[src/logic/core_defines.svh]
`ifndef CORE_DEFINES_SVH
`define CORE_DEFINES_SVH

// Datapath and sequence number sizing.
`define DATA_WIDTH 32
`define ROB_SIZE 8
`define SQN_WIDTH 4          // One bit above the ROB index, tells full from empty.

// Pipelined multiplier depth.
`define MUL_LATENCY 3

// Opcode encodings, code 7 executes as add.
`define OP_WIDTH 3
`define OP_ADD 3'd0
`define OP_SUB 3'd1
`define OP_AND 3'd2
`define OP_OR 3'd3
`define OP_XOR 3'd4
`define OP_SLL 3'd5          // Shift amount is srcB[4:0].
`define OP_MUL 3'd6

`endif

[src/logic/CorePkg.sv]
`include "core_defines.svh"

package CorePkg;

    // Operand and result value.
    typedef logic [`DATA_WIDTH-1:0] RegT;

    // Sequence number, wraps modulo 16.
    typedef logic [`SQN_WIDTH-1:0] SqN;

    // Reorder buffer slot, the low bits of a sequence number.
    typedef logic [`SQN_WIDTH-2:0] RobIdx;

    typedef logic [`OP_WIDTH-1:0] OpCode;

    // Per-entry life cycle in the reorder buffer.
    typedef enum logic [1:0] {
        RobFree,
        RobPending,          // Allocated, result not back yet.
        RobDone
    } RobState;

endpackage

[src/logic/UopIf.sv]
`timescale 1ns/10ps

// Issued micro-op, one per cycle at most, no back-pressure from the units.
interface UopIf;

    logic valid;
    CorePkg::SqN sqN;
    logic isMul;                 // Steers to the multiplier, otherwise ALU.
    CorePkg::OpCode op;
    CorePkg::RegT srcA;
    CorePkg::RegT srcB;

    modport issue (
        output valid,
        output sqN,
        output isMul,
        output op,
        output srcA,
        output srcB
    );

    modport exec (
        input valid,
        input sqN,
        input isMul,
        input op,
        input srcA,
        input srcB
    );

endinterface

[src/logic/Dispatch.sv]
`timescale 1ns/10ps
`include "core_defines.svh"

module Dispatch
(
    input  logic           clk,
    input  logic           rstN,

    input  logic           inValid,
    input  CorePkg::OpCode inOp,
    input  CorePkg::RegT   inSrcA,
    input  CorePkg::RegT   inSrcB,
    output logic           inReady,

    input  CorePkg::SqN    commitSqN,
    output logic           allocValid,
    output CorePkg::SqN    allocSqN,

    UopIf.issue            uop
);

    CorePkg::SqN nextSqN;
    CorePkg::SqN outstanding;
    CorePkg::SqN outstandingNext;
    logic accept;

    assign accept = inValid && inReady;

    // Modulo difference stays in 0..8 since at most eight are ever in flight.
    assign outstanding = nextSqN - commitSqN;
    assign outstandingNext = outstanding + CorePkg::SqN'(accept);

    assign allocValid = accept;
    assign allocSqN = nextSqN;

    // Ready uses the commit pointer of this cycle, so a commit frees a slot one cycle late.
    always_ff @(posedge clk or negedge rstN) begin
        if (!rstN) begin
            nextSqN <= '0;
            inReady <= 1'b0;
            uop.valid <= 1'b0;
        end else begin
            if (accept) begin
                nextSqN <= nextSqN + 1'b1;
            end
            inReady <= outstandingNext < CorePkg::SqN'(`ROB_SIZE);
            uop.valid <= accept;
        end
    end

    always_ff @(posedge clk) begin
        if (accept) begin
            uop.sqN <= nextSqN;
            uop.isMul <= inOp == `OP_MUL;
            uop.op <= inOp;
            uop.srcA <= inSrcA;
            uop.srcB <= inSrcB;
        end
    end

    // The reorder buffer must never be asked for a ninth entry.
    noOverAlloc: assert property (@(posedge clk) disable iff (!rstN)
        accept |-> outstanding != CorePkg::SqN'(`ROB_SIZE));

endmodule

[src/logic/IntAlu.sv]
`timescale 1ns/10ps
`include "core_defines.svh"

module IntAlu
(
    input  logic         clk,
    input  logic         rstN,

    UopIf.exec           uop,

    output logic         wbValid,
    output CorePkg::SqN  wbSqN,
    output CorePkg::RegT wbResult
);

    CorePkg::RegT aluResult;
    logic start;

    assign start = uop.valid && !uop.isMul;

    always_comb begin
        case (uop.op)
            `OP_ADD: aluResult = uop.srcA + uop.srcB;
            `OP_SUB: aluResult = uop.srcA - uop.srcB;
            `OP_AND: aluResult = uop.srcA & uop.srcB;
            `OP_OR:  aluResult = uop.srcA | uop.srcB;
            `OP_XOR: aluResult = uop.srcA ^ uop.srcB;
            `OP_SLL: aluResult = uop.srcA << uop.srcB[4:0];
            default: aluResult = uop.srcA + uop.srcB;    // Spare code acts as add.
        endcase
    end

    always_ff @(posedge clk or negedge rstN) begin
        if (!rstN) begin
            wbValid <= 1'b0;
        end else begin
            wbValid <= start;
        end
    end

    always_ff @(posedge clk) begin
        if (start) begin
            wbSqN <= uop.sqN;
            wbResult <= aluResult;
        end
    end

endmodule

[src/logic/Multiply.sv]
`timescale 1ns/10ps
`include "core_defines.svh"

module Multiply
(
    input  logic         clk,
    input  logic         rstN,

    UopIf.exec           uop,

    output logic         wbValid,
    output CorePkg::SqN  wbSqN,
    output CorePkg::RegT wbResult
);

    localparam int Stages = `MUL_LATENCY;
    localparam int Half = `DATA_WIDTH / 2;

    logic stageValid [Stages];
    CorePkg::SqN stageSqN [Stages];
    CorePkg::RegT stageProd [Stages];
    CorePkg::RegT partHi;                // Upper half partial product, stage 0.
    logic start;

    assign start = uop.valid && uop.isMul;

    always_ff @(posedge clk or negedge rstN) begin
        if (!rstN) begin
            for (int i = 0; i < Stages; i++) begin
                stageValid[i] <= 1'b0;
            end
        end else begin
            stageValid[0] <= start;
            for (int i = 1; i < Stages; i++) begin
                stageValid[i] <= stageValid[i-1];
            end
        end
    end

    // Stage 0 splits on srcB halves, stage 1 sums them, the rest only carry.
    always_ff @(posedge clk) begin
        stageSqN[0] <= uop.sqN;
        stageProd[0] <= CorePkg::RegT'(uop.srcA * uop.srcB[Half-1:0]);
        partHi <= CorePkg::RegT'(uop.srcA * uop.srcB[`DATA_WIDTH-1:Half]);
        stageProd[1] <= stageProd[0] + {partHi[Half-1:0], {Half{1'b0}}};
        for (int i = 1; i < Stages; i++) begin
            stageSqN[i] <= stageSqN[i-1];
        end
        for (int i = 2; i < Stages; i++) begin
            stageProd[i] <= stageProd[i-1];
        end
    end

    assign wbValid = stageValid[Stages-1];
    assign wbSqN = stageSqN[Stages-1];
    assign wbResult = stageProd[Stages-1];

endmodule

[src/logic/ReorderBuffer.sv]
`timescale 1ns/10ps
`include "core_defines.svh"

module ReorderBuffer
(
    input  logic         clk,
    input  logic         rstN,

    input  logic         allocValid,
    input  CorePkg::SqN  allocSqN,

    input  logic         aluWbValid,
    input  CorePkg::SqN  aluWbSqN,
    input  CorePkg::RegT aluWbResult,

    input  logic         mulWbValid,
    input  CorePkg::SqN  mulWbSqN,
    input  CorePkg::RegT mulWbResult,

    input  logic         comReady,
    output logic         comValid,
    output CorePkg::SqN  comSqN,
    output CorePkg::RegT comResult,
    output CorePkg::SqN  commitSqN
);

    CorePkg::RobState state [`ROB_SIZE];
    CorePkg::RegT result [`ROB_SIZE];

    CorePkg::RobIdx allocIdx;
    CorePkg::RobIdx aluIdx;
    CorePkg::RobIdx mulIdx;
    CorePkg::RobIdx commitIdx;
    CorePkg::RobIdx headIdx;
    CorePkg::SqN headSqN;
    logic comFire;
    logic loadHead;

    assign allocIdx = allocSqN[`SQN_WIDTH-2:0];
    assign aluIdx = aluWbSqN[`SQN_WIDTH-2:0];
    assign mulIdx = mulWbSqN[`SQN_WIDTH-2:0];
    assign commitIdx = commitSqN[`SQN_WIDTH-2:0];

    assign comFire = comValid && comReady;
    assign loadHead = !comValid || comReady;     // Commit register free or draining.

    // Entry to present next, one past the head when it leaves now.
    assign headSqN = comFire ? CorePkg::SqN'(commitSqN + 1'b1) : commitSqN;
    assign headIdx = headSqN[`SQN_WIDTH-2:0];

    always_ff @(posedge clk or negedge rstN) begin
        if (!rstN) begin
            for (int i = 0; i < `ROB_SIZE; i++) begin
                state[i] <= CorePkg::RobFree;
            end
            commitSqN <= '0;
            comValid <= 1'b0;
        end else begin
            if (allocValid) begin
                state[allocIdx] <= CorePkg::RobPending;
            end
            if (aluWbValid) begin
                state[aluIdx] <= CorePkg::RobDone;
            end
            if (mulWbValid) begin
                state[mulIdx] <= CorePkg::RobDone;
            end
            if (comFire) begin
                state[commitIdx] <= CorePkg::RobFree;
                commitSqN <= commitSqN + 1'b1;
            end
            if (loadHead) begin
                comValid <= state[headIdx] == CorePkg::RobDone;
            end
        end
    end

    always_ff @(posedge clk) begin
        if (aluWbValid) begin
            result[aluIdx] <= aluWbResult;
        end
        if (mulWbValid) begin
            result[mulIdx] <= mulWbResult;
        end
        if (loadHead) begin
            comSqN <= headSqN;
            comResult <= result[headIdx];
        end
    end

    aluWbPending: assert property (@(posedge clk) disable iff (!rstN)
        aluWbValid |-> state[aluIdx] == CorePkg::RobPending);

    mulWbPending: assert property (@(posedge clk) disable iff (!rstN)
        mulWbValid |-> state[mulIdx] == CorePkg::RobPending);

    comHeadDone: assert property (@(posedge clk) disable iff (!rstN)
        comValid |-> comSqN == commitSqN && state[commitIdx] == CorePkg::RobDone);

endmodule

[src/logic/Core.sv]
`timescale 1ns/10ps

module Core
(
    input  logic           clk,
    input  logic           rstN,

    input  logic           inValid,
    input  CorePkg::OpCode inOp,
    input  CorePkg::RegT   inSrcA,
    input  CorePkg::RegT   inSrcB,
    output logic           inReady,

    input  logic           comReady,
    output logic           comValid,
    output CorePkg::SqN    comSqN,
    output CorePkg::RegT   comResult
);

    UopIf uopBus();

    logic allocValid;
    CorePkg::SqN allocSqN;
    CorePkg::SqN commitSqN;

    logic aluWbValid;
    CorePkg::SqN aluWbSqN;
    CorePkg::RegT aluWbResult;

    logic mulWbValid;
    CorePkg::SqN mulWbSqN;
    CorePkg::RegT mulWbResult;

    Dispatch dispatch
    (
        .clk(clk),
        .rstN(rstN),
        .inValid(inValid),
        .inOp(inOp),
        .inSrcA(inSrcA),
        .inSrcB(inSrcB),
        .inReady(inReady),
        .commitSqN(commitSqN),
        .allocValid(allocValid),
        .allocSqN(allocSqN),
        .uop(uopBus.issue)
    );

    IntAlu intAlu
    (
        .clk(clk),
        .rstN(rstN),
        .uop(uopBus.exec),
        .wbValid(aluWbValid),
        .wbSqN(aluWbSqN),
        .wbResult(aluWbResult)
    );

    Multiply mul
    (
        .clk(clk),
        .rstN(rstN),
        .uop(uopBus.exec),
        .wbValid(mulWbValid),
        .wbSqN(mulWbSqN),
        .wbResult(mulWbResult)
    );

    ReorderBuffer rob
    (
        .clk(clk),
        .rstN(rstN),
        .allocValid(allocValid),
        .allocSqN(allocSqN),
        .aluWbValid(aluWbValid),
        .aluWbSqN(aluWbSqN),
        .aluWbResult(aluWbResult),
        .mulWbValid(mulWbValid),
        .mulWbSqN(mulWbSqN),
        .mulWbResult(mulWbResult),
        .comReady(comReady),
        .comValid(comValid),
        .comSqN(comSqN),
        .comResult(comResult),
        .commitSqN(commitSqN)
    );

endmodule

[config.mk]
export PLATFORM = sky130hd
export DESIGN_NAME = Core
export DESIGN_NICKNAME = d
export VERILOG_FILES = /design/src/logic/CorePkg.sv /design/src/logic/UopIf.sv /design/src/logic/Dispatch.sv /design/src/logic/IntAlu.sv /design/src/logic/Multiply.sv /design/src/logic/ReorderBuffer.sv /design/src/logic/Core.sv
export VERILOG_INCLUDE_DIRS = /design/src /design/src/logic
export SDC_FILE = /design/constraint.sdc
export NUM_CORES = 2
export LEC_CHECK = 0
export BUFFER_PORTS_ARGS = -buffer_cell sky130_fd_sc_hd__buf_2
export CAP_MARGIN = 20
export CORE_ASPECT_RATIO = 0.6
export CORE_MARGIN = 2
export CORE_UTILIZATION = 45
export CTS_BUF_LIST = sky130_fd_sc_hd__clkbuf_8
export CTS_CLUSTER_SIZE = 10
export DETAILED_ROUTE_END_ITERATION = 7
export GPL_TIMING_DRIVEN = 0
export PLACE_DENSITY = 0.7
export SYNTH_ARGS = -nofsm -noshare
export SYNTH_HDL_FRONTEND = slang
export SYNTH_SLANG_ARGS = --single-unit
[constraint.sdc]
create_clock -name clk -period 7.13 [get_ports clk]
set_clock_uncertainty 0.15 [all_clocks]
set_input_delay 0.3565 -clock clk [delete_from_list [all_inputs] [get_ports clk]]
set_output_delay 0.3565 -clock clk [all_outputs]
set_load 0.02 [all_outputs]
==> flow_summary.yaml <==
cts:
  cts.clk_slew.worst_paths_ns: 0.06
  cts_made_buffers: 84
  insertion_delay_ns: 0.78
  htree_num_levels: 3
  clockRootBuffer: "clkbuf_8"
  clock_sinks: 550
  clockBufferDepth: 3
  cts_tree: "built"
setup_path:
  reg2reg_from: "dispatch.uop.srcA[9]$_DFFE_PP_"
  crit_required_ns: 7.64
  critPathKind: "reg -> reg"
  rr_endpoint: "mul.stageProd[0][30]$_DFF_P_"
  cp-end-kind: "flip-flop"
  cp_max_fo: 10
  worstSetupStartpoint: "dispatch.uop.srcA[9]$_DFFE_PP_"
  crit_arrival_ns: 7.62
  crit_end: "mul.stageProd[0][30]$_DFF_P_"
  rr_worst_depth: 23
  ff2ff_setup_slack_ns: 0.02
  startpoint_type: "flip-flop"
timing:
  min_period_ns: 7.11
  clock.fmax_mhz: 141
  slew_headroom_pct: 23.7
  finalHoldViolCount: 0
  setup_viol: 0
  period_share_pct: 99.7
  maxSlewViolCount: 0
  tightest_slew_ns: 1.14
  setup_ws_ns: 0.0179
synth:
  synth.distinct_cells: 84
  synth-seq-cells: 550
  syn-num-nets: 4887
  yosys.area_share.simple_pct: 13.3
  synth_top_family_by_area: "adder cells"
  synthFlopType: "edfxtp_1"
  synthArstFlopShare_pct: 5.64
  synth_area_mm2: 0.0423
  synthAdderAreaFrac_pct: 25.2
  synthMuxAreaShare_pct: 8.49
  syn_inst: 4197
  synth_compound_area_share_pct: 6.83
  synth-xor-area-share_pct: 3.40
  ys.warnings.count: 0
  synth-edff-count: 398
  yosysSeqAreaShare_pct: 35.9
  syn_area_per_cell_um2: 10.1
hold_path:
  min_path_type: "in -> async"
power_and_ir_drop:
  powerDensity_mw_per_mm2: 128
  ir_worst_vdd_uv: 135
  leakage_nw: 20.6
  finalPower_mw: 6.15
global_route:
  grt_max_degree: 65
  antenna_found_initial: 2
  grt_usage_pct: 33.1
  grt_pass1_vias: 32300
  grt_first_pass_wirelength_um: 227000
  overflow: 0
run:
  cap_violations: 0
placement:
  place_inst: 5563
  dp_hpwl_um: 124000
  gp_congestion: 1.08
  post-place-ws_ns: -3.05
  io_buffers: 108
drt:
  vias_per_cell: 5.79
  drtPass1Iterations: 8
  drcViolationCount: 0
  postRouteAntennaNets: 0
  drt_iter0_markers: 5020
  routed_wl_um: 158000
  vias: 33800
  wl_per_cell_um: 27.0
die:
  pin_count: 109
  die_area_mm2: 0.0965
  core_area_mm2: 0.0935
  die_h_um: 241
  die_w_um: 400
  num_rows: 87
  start_util_pct: 45.2
finish:
  layout.nets: 5212
  stdcell_count: 5841
  layout_commonest_cell: "nand2_1"
  drive_above_1_share_pct: 16.5
  layout_common_cells: "nand2_1 (701), inv_1 (548), edfxtp_1 (398), fa_1 (386), nor2_1 (316)"
  synthToLayoutAreaGrowth_pct: 14.0
outcome:
  outcome: "finished, final reports clean"
==> through the flow <==
stage          util, %  setup TNS, ns  instance area [µm²]  hold slack, ns
2_1_floorplan        -              0                42300         -0.0891
3_5_place_dp      47.8         -40.06                44700           0.162
6_report          51.5              0                48200          0.0634
4_1_cts           51.0              0                47700          0.0328
5_1_grt           51.5        -0.0279                48200           0.106
3_3_place_gp      47.4         -41.79                44400           0.161
==> cells in the mapped netlist (all sizes together) (10+ instances only) <==
cell    number  share of area, %
and2        15              0.22
inv        543               4.8
mux2i       31              0.73
fa         386                18
a211oi      27              0.50
a221oi      10              0.21
mux2       263               7.0
nand2      701               6.2
nand3      180               2.1
xor2        36              0.75
edfxtp     398                28
clkbuf     172               1.5
buf         41              0.40
dfxtp      121               5.7
xnor2      128               2.7
o31a        10              0.23
o21bai      11              0.20
clkinv      17              0.15
nor2b       27              0.40
a21o        34              0.61
nand2b      22              0.33
dfrtp       31               1.8
o21ai      112               1.4
o22ai       21              0.31
nor2       321               2.9
a21oi      106               1.3
mux4        14              0.75
ha         233               6.9
o21a        20              0.36
nor3        38              0.45
==> sequential cells by signal, indices dropped and copies added, names as in the netlist <==
register and cells:
rob.result 256, mul.stageProd 96, dispatch.uop.srcA 32, dispatch.uop.srcB 32, intAlu.wbResult 32, rob.comResult 32, mul.partHi 16, rob.state 16
mul.stageSqN 9, dispatch.allocSqN 4, rob.comSqN 4, rob.commitSqN 4, dispatch.uop.op 3, dispatch.uop.sqN 3, intAlu.wbSqN 3, mul.stageValid 2
dispatch.inReady 1, dispatch.uop.isMul 1, dispatch.uop.valid 1, intAlu.wbValid 1, mul.wbValid 1, rob.comValid 1
==> timing repair <==
| item | CTS | global route |
|---|---|---|
| hold endpoints to repair | 111 | 0 |
| pin swaps | 5 | 5 |
| setup buffers | 21 | 40 |
| resized for setup | 193 | 88 |
| hold buffers | 70 | 0 |
| setup endpoints to repair | 28 | 12 |
==> cells by family (layout without fill, tap and decap cells) <==
logic type | after synthesis | count (layout)
and+or+nand+nor | 1347 | 1347
buffers and inverters | 773 | 1169
adders and majority gates | 619 | 619
DFF | 550 | 550
AOI/OAI and AO/OA | 436 | 436
muxes | 308 | 308
xor gates and xnor gates | 164 | 164
other | 0 | 2
==> metal layers <==
layer	up-vias	global-route usage (%)	share of wire, %
met5	-	0.496	0
met2	2243	41.3	37
li1	14500	-	-
met1	16900	51.7	45
met4	0	8.67	2.9
met3	250	12.7	16
==> power breakdown <==
part | internal [mW] | switching, mW
Sequential | 3.39 | 0
Combinational | 0.0385 | 0.0170
Clock | 1.36 | 1.34
==> worst min-delay path by stage <==
| stage | startpoint | endpoint | slack, ns | cells after the start |
|---|---|---|---|---|
| after floorplan | rstN | dispatch.allocSqN[0]$_DFFE_PN0P_ | -0.09 | 0 |
| after global placement | mul.stageSqN[0][6]$_DFF_P_ | mul.stageSqN[0][10]$_DFF_P_ | 0.16 | 0 |
| after detailed placement | mul.stageProd[0][5]$_DFF_P_ | mul.stageProd[0][37]$_DFF_P_ | 0.16 | 0 |
| after CTS | rstN | mul.stageValid[2]$_DFF_PN0_ | 0.03 | 2 |
| after global routing | inSrcA[31] | dispatch.uop.srcA[31]$_DFFE_PP_ | 0.11 | 2 |
| final | rstN | rob.state[13]$_DFF_PN0_ | 0.06 | 2 |
==> critical path, stage by stage (launching register included) <==
cell and delay, ns:
edfxtp_1 0.51, buf_4 0.35, clkbuf_4 0.39, nand2_1 0.13, fa_1 0.55, inv_1 0.05, fa_1 0.56, fa_1 0.43
fa_1 0.46, fa_1 0.49, inv_1 0.05, fa_1 0.50, inv_1 0.05, ha_2 0.31, a21o_1 0.21, a21o_1 0.19
nand2b_1 0.22, and4_1 0.27, o21ai_4 0.10, a31oi_4 0.12, buf_12 0.17, a221o_1 0.33, a21oi_2 0.19, xnor2_2 0.20
==> area by class of cell <==
| class | instances | area, µm² |
|---|---|---|
| Multi-Input combinational cell | 2874 | 24400 |
| Sequential cell | 550 | 15100 |
| Tap cell | 1246 | 1560 |
| Antenna cell | 2 | 5.00 |
| Inverter | 560 | 2180 |
| Clock inverter | 57 | 332 |
| Fill cell | 8417 | 45300 |
| Timing Repair Buffer | 254 | 2050 |
| Buffer | 198 | 1100 |
| Clock buffer | 100 | 1380 |
No activity file was read; power rests on OpenSTA's default activity.
